==> src/hdl/ccu_pkg.sv <==
// Shared definitions for the configuration control unit
// Widths, engine and bank counts, opcodes, beat lengths,
// global-buffer port indices and the instruction header layout

`default_nettype none

package ccu_pkg;

    // ============================================================
    // Widths and counts
    // ============================================================
    localparam int PORT_WIDTH   = 32;
    localparam int MAX_BEATS    = 4;
    localparam int CFG_WIDTH    = PORT_WIDTH * MAX_BEATS;
    localparam int NUM_ENGINE   = 3;
    localparam int NUM_BANK     = 4;
    localparam int NUM_GLB_PORT = 6;
    localparam int CNT_WIDTH    = 2;

    // Instruction lengths in beats
    localparam int GIC_BEATS = 2;
    localparam int FPS_BEATS = 4;
    localparam int KNN_BEATS = 2;

    // Global-buffer port map, write ports first
    localparam int PORT_GIC_WR = 0;
    localparam int PORT_FPS_WR = 1;
    localparam int PORT_KNN_WR = 2;
    localparam int PORT_GIC_RD = 3;
    localparam int PORT_FPS_RD = 4;
    localparam int PORT_KNN_RD = 5;

    // ============================================================
    // Instruction encoding
    // ============================================================
    typedef enum logic [1:0] {
        OP_GIC = 2'd0,
        OP_FPS = 2'd1,
        OP_KNN = 2'd2,
        OP_BAD = 2'd3
    } opcode_e;

    // Header view of the first beat, top bit first
    typedef struct packed {
        opcode_e                               opcode;
        logic                                  rd_off;
        logic                                  wr_off;
        logic [NUM_BANK-1:0]                   rd_bank;
        logic [NUM_BANK-1:0]                   wr_bank;
        logic [PORT_WIDTH-4-2*NUM_BANK-1:0]    reserved;
    } isa_header_t;

    typedef union packed {
        isa_header_t             hdr;
        logic [PORT_WIDTH-1:0]   raw;
    } isa_beat_u;

endpackage

`default_nettype wire

==> src/hdl/isa_if.sv <==
// Interface for one accepted instruction beat
// Carries the accept and first-beat strobes, the beat itself
// and the engine dispatch strobe

`timescale 1ns/1ps
`default_nettype none

interface isa_if import ccu_pkg::*; ();

    // High for one cycle when the host beat is taken
    logic        accept;
    // First beat of an instruction, header view is valid
    logic        first;
    isa_beat_u   beat;
    // Engine handshake completed this cycle
    logic        dispatch_done;

    modport ctrl (
        output accept,
        output first,
        output beat,
        output dispatch_done
    );

    modport sink (
        input accept,
        input first,
        input beat,
        input dispatch_done
    );

endinterface

`default_nettype wire

==> src/hdl/beat_counter.sv <==
// Beat counter for the instruction being collected
// Flags the final expected beat from the count and the last index

`timescale 1ns/1ps
`default_nettype none

module beat_counter import ccu_pkg::*; #(
    parameter int MAX_LEN = MAX_BEATS
) (
    input  logic                 clk,
    input  logic                 reset_i,
    input  logic                 clear_i,
    input  logic                 step_i,
    // Index of the final beat, the length minus one
    input  logic [CNT_WIDTH-1:0] len_i,
    output logic [CNT_WIDTH-1:0] count_o,
    output logic                 last_beat_o
);

    logic [CNT_WIDTH-1:0] count_q;

    // Clear wins over step
    always_ff @(posedge clk) begin
        if (reset_i || clear_i) begin
            count_q <= '0;
        end else if (step_i) begin
            count_q <= count_q + CNT_WIDTH'(1);
        end
    end

    assign count_o     = count_q;
    assign last_beat_o = (count_q == len_i);

    // The FSM must stop stepping on the final beat of any instruction
    a_count_range: assert property (
        @(posedge clk) disable iff (reset_i)
        (step_i && !clear_i) |-> int'(count_q) < MAX_LEN - 1
    );

endmodule

`default_nettype wire

==> src/hdl/ccu_fsm.sv <==
// Control FSM of the configuration unit
// Accepts host beats, checks the length against last,
// raises the sticky error and drives the engine valid lines

`timescale 1ns/1ps
`default_nettype none

module ccu_fsm import ccu_pkg::*; #(
    parameter int GIC_LEN = GIC_BEATS,
    parameter int FPS_LEN = FPS_BEATS,
    parameter int KNN_LEN = KNN_BEATS
) (
    input  logic                  clk,
    input  logic                  reset_i,
    input  logic [PORT_WIDTH-1:0] isa_dat_i,
    input  logic                  isa_vld_i,
    input  logic                  isa_last_i,
    output logic                  isa_rdy_o,
    output logic [NUM_ENGINE-1:0] cfg_vld_o,
    input  logic [NUM_ENGINE-1:0] cfg_rdy_i,
    input  logic                  last_beat_i,
    input  opcode_e               target_i,
    output logic                  cnt_clear_o,
    output logic                  cnt_step_o,
    output logic [CNT_WIDTH-1:0]  beat_len_o,
    output logic                  err_o,
    output logic [1:0]            mon_state_o,
    isa_if.ctrl                   isa
);

    localparam logic [1:0] ST_IDLE     = 2'd0;
    localparam logic [1:0] ST_COLLECT  = 2'd1;
    localparam logic [1:0] ST_DISPATCH = 2'd2;
    localparam logic [1:0] ST_DRAIN    = 2'd3;

    // Final beat index per engine
    localparam logic [CNT_WIDTH-1:0] GIC_LAST = CNT_WIDTH'(GIC_LEN - 1);
    localparam logic [CNT_WIDTH-1:0] FPS_LAST = CNT_WIDTH'(FPS_LEN - 1);
    localparam logic [CNT_WIDTH-1:0] KNN_LAST = CNT_WIDTH'(KNN_LEN - 1);

    logic [1:0]           state_q;
    logic [1:0]           state_d;
    logic [CNT_WIDTH-1:0] len_q;
    logic [CNT_WIDTH-1:0] dec_len;
    logic                 err_q;
    logic                 fault;
    logic                 accept;
    logic                 bad_op;
    logic                 ending;
    logic                 dispatch_done;
    isa_beat_u            in_beat;

    assign in_beat.raw = isa_dat_i;
    assign bad_op      = (in_beat.hdr.opcode == OP_BAD);
    assign isa_rdy_o   = (state_q != ST_DISPATCH);
    assign accept      = isa_vld_i && isa_rdy_o;

    // ============================================================
    // Length decode from the header of the first beat
    // ============================================================
    always_comb begin
        case (in_beat.hdr.opcode)
            OP_GIC:  dec_len = GIC_LAST;
            OP_FPS:  dec_len = FPS_LAST;
            OP_KNN:  dec_len = KNN_LAST;
            default: dec_len = '0;
        endcase
    end

    // The counter sees the live decode while the first beat is on the bus
    assign beat_len_o = (state_q == ST_IDLE) ? dec_len : len_q;

    // Any beat that closes or aborts an instruction resets the count
    assign ending = accept && (isa_last_i || last_beat_i || state_q == ST_DRAIN
                               || (state_q == ST_IDLE && bad_op));
    assign cnt_clear_o = ending;
    assign cnt_step_o  = accept && !ending;

    // ============================================================
    // Next state
    // ============================================================
    always_comb begin
        state_d = state_q;
        fault   = 1'b0;
        case (state_q)
            ST_IDLE, ST_COLLECT: begin
                if (accept) begin
                    if (state_q == ST_IDLE && bad_op) begin
                        fault   = 1'b1;
                        state_d = isa_last_i ? ST_IDLE : ST_DRAIN;
                    end else if (last_beat_i && isa_last_i) begin
                        state_d = ST_DISPATCH;
                    end else if (last_beat_i) begin
                        // Expected final beat without last, host sends more
                        fault   = 1'b1;
                        state_d = ST_DRAIN;
                    end else if (isa_last_i) begin
                        fault   = 1'b1;
                        state_d = ST_IDLE;
                    end else begin
                        state_d = ST_COLLECT;
                    end
                end
            end
            ST_DISPATCH: begin
                if (dispatch_done) begin
                    state_d = ST_IDLE;
                end
            end
            default: begin
                if (accept && isa_last_i) begin
                    state_d = ST_IDLE;
                end
            end
        endcase
    end

    always_ff @(posedge clk) begin
        if (reset_i) begin
            state_q <= ST_IDLE;
            len_q   <= '0;
            err_q   <= 1'b0;
        end else begin
            state_q <= state_d;
            if (accept && state_q == ST_IDLE) begin
                len_q <= dec_len;
            end
            if (fault) begin
                err_q <= 1'b1;
            end
        end
    end

    // ============================================================
    // Engine dispatch
    // ============================================================
    always_comb begin
        cfg_vld_o = '0;
        if (state_q == ST_DISPATCH) begin
            case (target_i)
                OP_GIC:  cfg_vld_o[0] = 1'b1;
                OP_FPS:  cfg_vld_o[1] = 1'b1;
                OP_KNN:  cfg_vld_o[2] = 1'b1;
                default: cfg_vld_o    = '0;
            endcase
        end
    end

    assign dispatch_done = |(cfg_vld_o & cfg_rdy_i);

    assign isa.accept        = accept;
    assign isa.first         = (state_q == ST_IDLE);
    assign isa.beat          = in_beat;
    assign isa.dispatch_done = dispatch_done;

    assign err_o       = err_q;
    assign mon_state_o = state_q;

    // A dispatch always offers its instruction to exactly one engine
    a_vld_onehot: assert property (
        @(posedge clk) disable iff (reset_i)
        (state_q == ST_DISPATCH) |-> $onehot(cfg_vld_o)
    );

    // A pending valid holds until its engine takes it
    a_vld_hold: assert property (
        @(posedge clk) disable iff (reset_i)
        (cfg_vld_o & ~cfg_rdy_i) != '0 |=> cfg_vld_o == $past(cfg_vld_o)
    );

endmodule

`default_nettype wire

==> src/hdl/ccu_top.sv <==
// Top level of the configuration control unit
// Host beat stream in, per-engine dispatch and port config out

`timescale 1ns/1ps
`default_nettype none

module ccu_top import ccu_pkg::*; #(
    parameter int GIC_LEN = GIC_BEATS,
    parameter int FPS_LEN = FPS_BEATS,
    parameter int KNN_LEN = KNN_BEATS,
    parameter int MAX_LEN = MAX_BEATS
) (
    input  logic                                  clk,
    input  logic                                  reset_i,
    input  logic [PORT_WIDTH-1:0]                 isa_dat_i,
    input  logic                                  isa_vld_i,
    input  logic                                  isa_last_i,
    output logic                                  isa_rdy_o,
    output logic [NUM_ENGINE-1:0]                 cfg_vld_o,
    input  logic [NUM_ENGINE-1:0]                 cfg_rdy_i,
    output logic [CFG_WIDTH-1:0]                  cfg_info_o,
    output logic [NUM_GLB_PORT-1:0][NUM_BANK-1:0] port_bank_flag_o,
    output logic [NUM_GLB_PORT-1:0]               port_off_o,
    output logic                                  err_o,
    output logic [1:0]                            mon_state_o
);

    logic                 cnt_clear;
    logic                 cnt_step;
    logic [CNT_WIDTH-1:0] beat_len;
    logic                 last_beat;
    opcode_e              target;

    isa_if isa_bus ();

    // ============================================================
    // Control
    // ============================================================
    ccu_fsm #(
        .GIC_LEN (GIC_LEN),
        .FPS_LEN (FPS_LEN),
        .KNN_LEN (KNN_LEN)
    ) ccu_fsm_inst (
        .clk         (clk),
        .reset_i     (reset_i),
        .isa_dat_i   (isa_dat_i),
        .isa_vld_i   (isa_vld_i),
        .isa_last_i  (isa_last_i),
        .isa_rdy_o   (isa_rdy_o),
        .cfg_vld_o   (cfg_vld_o),
        .cfg_rdy_i   (cfg_rdy_i),
        .last_beat_i (last_beat),
        .target_i    (target),
        .cnt_clear_o (cnt_clear),
        .cnt_step_o  (cnt_step),
        .beat_len_o  (beat_len),
        .err_o       (err_o),
        .mon_state_o (mon_state_o),
        .isa         (isa_bus.ctrl)
    );

    // Count is only consumed through last_beat_o
    beat_counter #(
        .MAX_LEN (MAX_LEN)
    ) beat_counter_inst (
        .clk         (clk),
        .reset_i     (reset_i),
        .clear_i     (cnt_clear),
        .step_i      (cnt_step),
        .len_i       (beat_len),
        .count_o     (),
        .last_beat_o (last_beat)
    );

    // ============================================================
    // Data
    // ============================================================
    isa_assembler isa_assembler_inst (
        .clk        (clk),
        .reset_i    (reset_i),
        .isa        (isa_bus.sink),
        .cfg_info_o (cfg_info_o),
        .target_o   (target)
    );

    glb_port_cfg #(
        .WR_IDX_GIC (PORT_GIC_WR),
        .WR_IDX_FPS (PORT_FPS_WR),
        .WR_IDX_KNN (PORT_KNN_WR),
        .RD_IDX_GIC (PORT_GIC_RD),
        .RD_IDX_FPS (PORT_FPS_RD),
        .RD_IDX_KNN (PORT_KNN_RD)
    ) glb_port_cfg_inst (
        .clk              (clk),
        .reset_i          (reset_i),
        .isa              (isa_bus.sink),
        .target_i         (target),
        .port_bank_flag_o (port_bank_flag_o),
        .port_off_o       (port_off_o)
    );

endmodule

`default_nettype wire

==> src/hdl/glb_port_cfg.sv <==
// Global-buffer port configuration registers
// Bank flags and off-empty-full flags per port, loaded from the
// first-beat header of each dispatched instruction

`timescale 1ns/1ps
`default_nettype none

module glb_port_cfg import ccu_pkg::*; #(
    parameter int WR_IDX_GIC = PORT_GIC_WR,
    parameter int WR_IDX_FPS = PORT_FPS_WR,
    parameter int WR_IDX_KNN = PORT_KNN_WR,
    parameter int RD_IDX_GIC = PORT_GIC_RD,
    parameter int RD_IDX_FPS = PORT_FPS_RD,
    parameter int RD_IDX_KNN = PORT_KNN_RD
) (
    input  logic                                  clk,
    input  logic                                  reset_i,
    isa_if.sink                                   isa,
    input  opcode_e                               target_i,
    output logic [NUM_GLB_PORT-1:0][NUM_BANK-1:0] port_bank_flag_o,
    output logic [NUM_GLB_PORT-1:0]               port_off_o
);

    isa_header_t                       hdr_q;
    logic [NUM_GLB_PORT-1:0][NUM_BANK-1:0] bank_q;
    logic [NUM_GLB_PORT-1:0]           off_q;

    // Shadow of the header while the rest of the instruction arrives
    always_ff @(posedge clk) begin
        if (isa.accept && isa.first) begin
            hdr_q <= isa.beat.hdr;
        end
    end

    // ============================================================
    // Port update on dispatch
    // ============================================================
    always_ff @(posedge clk) begin
        if (reset_i) begin
            bank_q <= '0;
            off_q  <= '0;
        end else if (isa.dispatch_done) begin
            case (target_i)
                OP_GIC: begin
                    bank_q[WR_IDX_GIC] <= hdr_q.wr_bank;
                    off_q[WR_IDX_GIC]  <= hdr_q.wr_off;
                    bank_q[RD_IDX_GIC] <= hdr_q.rd_bank;
                    off_q[RD_IDX_GIC]  <= hdr_q.rd_off;
                end
                OP_FPS: begin
                    bank_q[WR_IDX_FPS] <= hdr_q.wr_bank;
                    off_q[WR_IDX_FPS]  <= hdr_q.wr_off;
                    bank_q[RD_IDX_FPS] <= hdr_q.rd_bank;
                    off_q[RD_IDX_FPS]  <= hdr_q.rd_off;
                end
                OP_KNN: begin
                    bank_q[WR_IDX_KNN] <= hdr_q.wr_bank;
                    off_q[WR_IDX_KNN]  <= hdr_q.wr_off;
                    bank_q[RD_IDX_KNN] <= hdr_q.rd_bank;
                    off_q[RD_IDX_KNN]  <= hdr_q.rd_off;
                end
                default: begin
                    bank_q <= bank_q;
                end
            endcase
        end
    end

    assign port_bank_flag_o = bank_q;
    assign port_off_o       = off_q;

endmodule

`default_nettype wire

==> src/hdl/isa_assembler.sv <==
// Instruction assembler
// Fills the wide configuration word from accepted beats, first
// beat in the top word, and latches the target opcode

`timescale 1ns/1ps
`default_nettype none

module isa_assembler import ccu_pkg::*; (
    input  logic                 clk,
    input  logic                 reset_i,
    isa_if.sink                  isa,
    output logic [CFG_WIDTH-1:0] cfg_info_o,
    output opcode_e              target_o
);

    logic [CFG_WIDTH-1:0] cfg_info_q;
    // Word slot for the next beat, counted from the top
    logic [CNT_WIDTH-1:0] slot_q;
    opcode_e              target_q;

    always_ff @(posedge clk) begin
        if (reset_i) begin
            slot_q   <= '0;
            target_q <= OP_GIC;
        end else if (isa.accept) begin
            if (isa.first) begin
                slot_q   <= CNT_WIDTH'(1);
                target_q <= isa.beat.hdr.opcode;
            end else begin
                slot_q <= slot_q + CNT_WIDTH'(1);
            end
        end
    end

    // A new first beat also clears the lower words
    always_ff @(posedge clk) begin
        if (isa.accept) begin
            if (isa.first) begin
                cfg_info_q <= {isa.beat.raw, {(CFG_WIDTH-PORT_WIDTH){1'b0}}};
            end else begin
                cfg_info_q[CFG_WIDTH-1-PORT_WIDTH*int'(slot_q) -: PORT_WIDTH]
                    <= isa.beat.raw;
            end
        end
    end

    assign cfg_info_o = cfg_info_q;
    assign target_o   = target_q;

endmodule

`default_nettype wire

==> config.mk <==
export PLATFORM = sky130hd
export DESIGN_NAME = ccu_top
export DESIGN_NICKNAME = d
export VERILOG_FILES = /design/src/hdl/ccu_pkg.sv /design/src/hdl/isa_if.sv /design/src/hdl/beat_counter.sv /design/src/hdl/ccu_fsm.sv /design/src/hdl/ccu_top.sv /design/src/hdl/glb_port_cfg.sv /design/src/hdl/isa_assembler.sv
export SDC_FILE = /design/constraint.sdc
export NUM_CORES = 1
export LEC_CHECK = 0
export ABC_AREA = 1
export BUFFER_PORTS_ARGS = -buffer_cell sky130_fd_sc_hd__buf_4
export CORE_MARGIN = 2
export CORE_UTILIZATION = 53
export DETAILED_ROUTE_END_ITERATION = 16
export PLACE_DENSITY = 0.9
export SETUP_SLACK_MARGIN = 0.4
export SLEW_MARGIN = 20
export SYNTH_ARGS = -nofsm -noshare
export SYNTH_HDL_FRONTEND = slang
export SYNTH_SLANG_ARGS = --single-unit
==> constraint.sdc <==
create_clock -name clk -period 5.8 [get_ports clk]
set_input_delay 1.16 -clock clk [delete_from_list [all_inputs] [get_ports clk]]
set_output_delay 1.16 -clock clk [all_outputs]
set_load 0.05 [all_outputs]
==> impl_metrics.py, run 1 <==
metrics = {
    "run_status": {
        "status": "finished, final reports clean",
    },
    "global_route": {
        "grt.total_usage": 0.263,
        "antenna_found_initial": 0,
        "grt_pass1_vias": 6133,
        "overflow": 0,
        "grt_max_degree": 55,
        "grt_pass1_wl_um": 32200,
    },
    "yosys": {
        "yosysTopAreaCell": "edfxtp_1",
        "ys_types": 26,
        "ys_seq_area_frac": 0.637,
        "synthXorXnorAreaFrac": 0,
        "ys_warn_count": 0,
        "synth-seq-cells": 179,
        "yosysTopAreaCellShare": 0.531,
        "synth_nets": 852,
        "synthCells": 806,
        "syn_area_sq_mm": 0.00780,
        "synthTopCellsByArea": "edfxtp_1, nand2_1, dfxtp_1",
        "avgSynthCellArea_sq_um": 9.68,
        "synthSimpleGateAreaFrac": 0.176,
        "synth-compound-area-share": 0.106,
        "synth_top_family_by_area": "simple AND/OR/NAND/NOR gates",
        "synthAdderAreaFrac": 0.0112,
        "synthMuxAreaShare": 0,
    },
    "detailed_routing": {
        "drc": 0,
        "drtIter0Drc": 631,
        "routed_wl_um": 20700,
        "firstDrtPassIters": 5,
        "routedWlPerCell_um": 17.4,
        "via_count": 6491,
        "viasPerCell": 5.47,
        "drtAntennaViolNets": 0,
    },
    "cts": {
        "htreeDepth": 4,
        "cts_resized": 0,
        "path_clk_slew_ns": 0.07,
        "cts_made_buffers": 17,
        "ctsHoldBuffers": 0,
        "clock-sinks": 179,
        "cts_tree": "done",
        "root_buffer": "clkbuf_16",
        "insertion_delay_ns": 0.43,
        "clock_path_buffers": 2,
        "post-cts-setup-buffers": 0,
    },
    "placed_design": {
        "dp_hpwl_um": 13500,
        "place.gp.congestion": 0.840,
        "portBuffers": 203,
    },
    "layout": {
        "nNetsFinal": 1035,
        "antennaDiodeCount": 0,
        "layout_common_cells": "nand2_1, buf_4, edfxtp_1",
        "syn_to_final_growth_pct": 28.3,
        "final_common_cell": "nand2_1",
        "finish.utilization": 0.691,
        "drive_gt1_frac": 0.263,
        "num-fill-cells": 1058,
    },
    "sta": {
        "relSlewSlack": 0.284,
        "final_hold_viol_count": 0,
        "max_slew.worst_pin.slew_ns": 1.07,
        "clock.fmax_mhz": 289,
        "final-max-slew-violation-count": 0,
        "finalCritPeriodShare": 0.597,
        "setup_viol": 0,
        "rsz0062_at_grt": "false",
        "skew_ns": 0.00850,
        "setup_tns_ns": 0,
        "layout_min_cycle_time_ns": 3.46,
    },
    "die": {
        "die_h_um": 125,
        "ios": 204,
        "die_w_um": 125,
        "die_area_sq_mm": 0.0157,
        "num_rows": 44,
        "start_util": 0.539,
        "coreArea_sq_mm": 0.0145,
    },
    "job": {
        "drv_cap": 0,
    },
    "pwr": {
        "p_per_area_mw_per_mm2": 363,
        "ir_drop_mv": 0.214,
        "p_total_mw": 3.63,
        "p_leak_nw": 4.36,
    },
    "worst_setup_path": {
        "cp_max_fo": 36,
        "critPathRequiredTime_ns": 6.08,
        "crit_type": "reg2reg",
        "worst_setup_path_start_kind": "flip-flop",
        "cp-end-kind": "flip-flop",
        "cp.arrival_ns": 3.75,
    },
    "min_path": {
        "hold_path_class": "reg2reg",
    },
}
## registers in the layout (all words and copies together) (netlist names)
name,cells
beat_counter_inst.count_o,2
ccu_fsm_inst.err_o,1
ccu_fsm_inst.len_q,2
ccu_fsm_inst.mon_state_o,2
glb_port_cfg_inst.hdr_q,10
glb_port_cfg_inst.port_bank_flag_o,24
glb_port_cfg_inst.port_off_o,6
isa_assembler_inst.cfg_info_o,128
isa_assembler_inst.slot_q,2
isa_assembler_inst.target_o,2
## cells in the mapped netlist
| cell type | n |
|---|---|
| inv_1 | 83 |
| a31oi_1 | 1 |
| a22oi_1 | 32 |
| o21ai_1 | 5 |
| nand3_1 | 27 |
| a21oi_2 | 1 |
| a21oi_1 | 103 |
| nand2_1 | 226 |
| nor2_1 | 71 |
| nand2_2 | 3 |
| nor2_4 | 2 |
| o31ai_1 | 2 |
| dfxtp_1 | 41 |
| inv_2 | 6 |
| clkbuf_1 | 29 |
| nor2_8 | 1 |
| nor3_4 | 1 |
| nor3_2 | 3 |
| nor3b_1 | 1 |
| buf_2 | 15 |
| clkinv_1 | 1 |
| buf_4 | 3 |
| ha_1 | 7 |
| nand2_4 | 1 |
| edfxtp_1 | 138 |
| o21ai_0 | 3 |
## kinds of logic after synthesis
kind of cell	Yosys count
AO/OA/AOI/OAI	147
flip-flops	179
adder cells (fa/ha/maj)	7
AND/OR/NAND/NOR	336
buffers and inverters	137
## final timing paths
check | to | startpoint | depth (start not counted) | slack [ns]
max | isa_assembler_inst.cfg_info_o[39]$_SDFFCE_PN0N_ | isa_assembler_inst.slot_q[0]$_SDFFE_PP0N_ | 8 | 2.34
max reg2reg | isa_assembler_inst.cfg_info_o[39]$_SDFFCE_PN0N_ | isa_assembler_inst.slot_q[0]$_SDFFE_PP0N_ | 8 | 2.34
min | ccu_fsm_inst.err_o$_SDFFE_PP0P_ | ccu_fsm_inst.err_o$_SDFFE_PP0P_ | 2 | 0.45
min reg2reg | ccu_fsm_inst.err_o$_SDFFE_PP0P_ | ccu_fsm_inst.err_o$_SDFFE_PP0P_ | 2 | 0.45
## critical path, cell delays in order, from the launching register on
cell and delay [ns]:
dfxtp_1 0.30, buf_4 0.26, inv_1 0.23, ha_1 0.18, clkinv_1 0.79, nor3_4 0.95
buf_4 0.35, nand2_1 0.09, a21oi_1 0.14
## per-layer routing
| layer | vias up | part of all wire | global-route usage |
|---|---|---|---|
| met1 | 3027 | 0.37 | 0.329 |
| met5 | - | 0 | 0 |
| met4 | 0 | 0.029 | 0.112 |
| li1 | 3026 | - | - |
| met3 | 46 | 0.12 | 0.0873 |
| met2 | 392 | 0.49 | 0.423 |
## where the power goes
part / switching (mW) / internal [mW]
clock network: 0.506 / 0.597
logic: 0.674 / 0.238
registers: 0.0777 / 1.54
## through the flow
stage / area, sq um / hold slack [ns] / worst slack, ns / instances
global placement: 9430 / 0.442 / 2.55 / 1153
CTS: 9990 / 0.455 / 2.69 / 1185
global route: 10000 / 0.475 / 2.07 / 1186
finish: 10000 / 0.450 / 2.34 / 1186
detailed placement: 9430 / 0.445 / 2.55 / 1153
floorplan: 7800 / 0.445 / 0.982 / 806
## final cells by class
| cell class | count | area [sq um] | share of cell area |
|---|---|---|---|
| Multi-Input combinational cell | 490 | 2320 | 0.232 |
| Clock inverter | 14 | 126 | 0.0126 |
| Inverter | 90 | 338 | 0.0338 |
| Timing Repair Buffer | 211 | 1600 | 0.160 |
| Tap cell | 184 | 230 | 0.0230 |
| Clock buffer | 18 | 429 | 0.0429 |
| Sequential cell | 179 | 4960 | 0.496 |
(Power assumes the default switching activity.)
==> run 2: changes to the inputs <==
CORE_UTILIZATION = 48   (was 53)
PLACE_DENSITY = 0.87   (was 0.9)
clock period = 2.83 ns   (was 5.8 ns; I/O delays follow)
==> impl_metrics.py, run 2 (same netlist as run 1, synthesis figures left out) <==
metrics = {
    "cts": {
        "ctsHoldBuffers": 0,
        "htreeDepth": 4,
        "root_buffer": "clkbuf_16",
        "insertion_delay_ns": 0.43,
        "clock-sinks": 179,
        "path_clk_slew_ns": 0.07,
        "clock_path_buffers": 2,
        "cts_made_buffers": 17,
        "cts_tree": "done",
    },
    "sta": {
        "final_hold_viol_count": 0,
        "relSlewSlack": 0.260,
        "final-max-slew-violation-count": 0,
        "fin_ws_ns": 0.524,
        "setup_viol": 0,
        "max_slew.worst_pin.slew_ns": 1.11,
        "layout_min_cycle_time_ns": 2.31,
        "rsz0062_at_grt": "false",
        "skew_ns": 0.0175,
        "finalCritPeriodShare": 0.815,
        "setup_tns_ns": 0,
        "clock.fmax_mhz": 434,
    },
    "pwr": {
        "p_total_mw": 7.53,
        "ir_drop_mv": 0.431,
        "p_per_area_mw_per_mm2": 743,
        "p_leak_nw": 4.40,
    },
    "global_route": {
        "antenna_found_initial": 0,
        "grt.total_usage": 0.243,
        "grt.busiest_layer": "met2",
        "gr-usage-met1": 0.319,
        "grtUsageMet2": 0.389,
        "grt_pass1_vias": 6243,
        "grt_max_degree": 99,
        "grt_pass1_wl_um": 33500,
        "grt_util_met3": 0.0791,
        "overflow": 0,
    },
    "detailed_routing": {
        "firstDrtPassIters": 5,
        "routedWlPerCell_um": 17.3,
        "viasPerCell": 5.32,
        "drtIter0Drc": 519,
        "via_count": 6487,
        "drtAntennaViolNets": 0,
        "drc": 0,
        "routed_wl_um": 21100,
    },
    "worst_setup_path": {
        "cp_cell_sequence": "inv_1 > nor3_4 > buf_4",
        "cp_slowest_stage_delay_ns": 0.47,
        "crit_type": "reg2out",
        "cp_max_fo": 12,
        "cp.arrival_ns": 1.74,
        "cp-end-kind": "output port",
        "critPathSlowestCell": "nor3_4",
        "worst_setup_path_start_kind": "flip-flop",
        "critPathRequiredTime_ns": 2.26,
    },
    "die": {
        "die_h_um": 131,
        "die_area_sq_mm": 0.0173,
        "coreArea_sq_mm": 0.0159,
        "start_util": 0.491,
        "num_rows": 46,
        "ios": 204,
        "die_w_um": 131,
    },
    "layout": {
        "design_area_sq_mm": 0.0101,
        "largest_reg_flops": 128,
        "nNetsFinal": 1037,
        "antennaDiodeCount": 0,
        "layout_common_cells": "nand2_1, buf_4, edfxtp_1",
        "final_common_cell": "nand2_1",
        "drive_gt1_frac": 0.267,
        "num-fill-cells": 1294,
        "finish.utilization": 0.638,
        "syn_to_final_growth_pct": 29.9,
    },
    "placed_design": {
        "place.gp.congestion": 0.841,
        "place_area_sq_mm": 0.00954,
        "dp_hpwl_um": 13900,
        "portBuffers": 203,
        "pre_cts_ws_ns": 0.662,
    },
    "run_status": {
        "status": "finished, final reports clean",
    },
    "job": {
        "drv_cap": 0,
    },
    "min_path": {
        "hold_path_class": "in2reg",
    },
}
run 2: cell types whose count changed in the layout (fill, tap and decap cells not counted), moves of 2 or more:
cell | before | now
inv_2 | 8 | 4
clkinv_2 | 4 | 1
dfxtp_2 | 0 | 2
inv_4 | 0 | 4
dfxtp_1 | 41 | 38
clkinv_1 | 3 | 1
clkinv_4 | 2 | 0
inv_1 | 80 | 82
clkbuf_8 | 0 | 3
clkbuf_16 | 17 | 19
run 2: final cells by class:
class,instances,area (sq um),area share
flip-flops and latches,179,4970,0.491
repair buffers,213,1620,0.160
multi-input cells,490,2340,0.231
inverters,90,349,0.0344
well taps,216,270,0.0267
clock buffers,24,524,0.0517
clock inverters,8,58.8,0.00580
run 2: where the power goes:
group | internal [mW] | leakage (nW) | switching [mW]
clock network | 1.31 | 0.293 | 1.02
registers | 3.16 | 1.72 | 0.156
logic | 0.493 | 2.38 | 1.39
run 2: per-stage QoR:
| stage | hold WS [ns] | std cells |
|---|---|---|
| 5_1_grt | 0.336 | 1220 |
| 3_5_place_dp | 0.442 | 1188 |
| 2_1_floorplan | 0.445 | 806 |
| 4_1_cts | 0.340 | 1220 |
| 3_3_place_gp | 0.438 | 1188 |
| 6_report | 0.350 | 1220 |
run 2: path summary, 6_finish.rpt:
kind | start | slack (ns) | endpoint | cells after the start
max | isa_assembler_inst.target_o[1]$_SDFFE_PP0P_ | 0.52 | cfg_vld_o[2] | 3
min | isa_dat_i[22] | 0.35 | glb_port_cfg_inst.hdr_q[22]$_DFFE_PP_ | 1
max reg2reg | isa_assembler_inst.slot_q[1]$_SDFFE_PP0N_ | 0.56 | isa_assembler_inst.cfg_info_o[103]$_DFFE_PP_ | 4
min reg2reg | ccu_fsm_inst.err_o$_SDFFE_PP0P_ | 0.45 | ccu_fsm_inst.err_o$_SDFFE_PP0P_ | 2
run 2: critical path, delay by kind of cell (launching register included):
| kind | cells | cell delay [ns] |
|---|---|---|
| buffers and inverters | 2 | 0.41 |
| flip-flops | 1 | 0.44 |
| AND/OR/NAND/NOR | 1 | 0.47 |
run 2: layer usage:
metal,vias to the layer above,wire (um)
li1,3039,-
met1,3037,8320
met5,-,0
met4,0,282
met3,29,2260
met2,382,10200
run 2: timing repair:
item	4_1_cts	5_1_grt
setup buffers	0	0
endpoints found under the setup margin	1	18
resized for setup	1	1
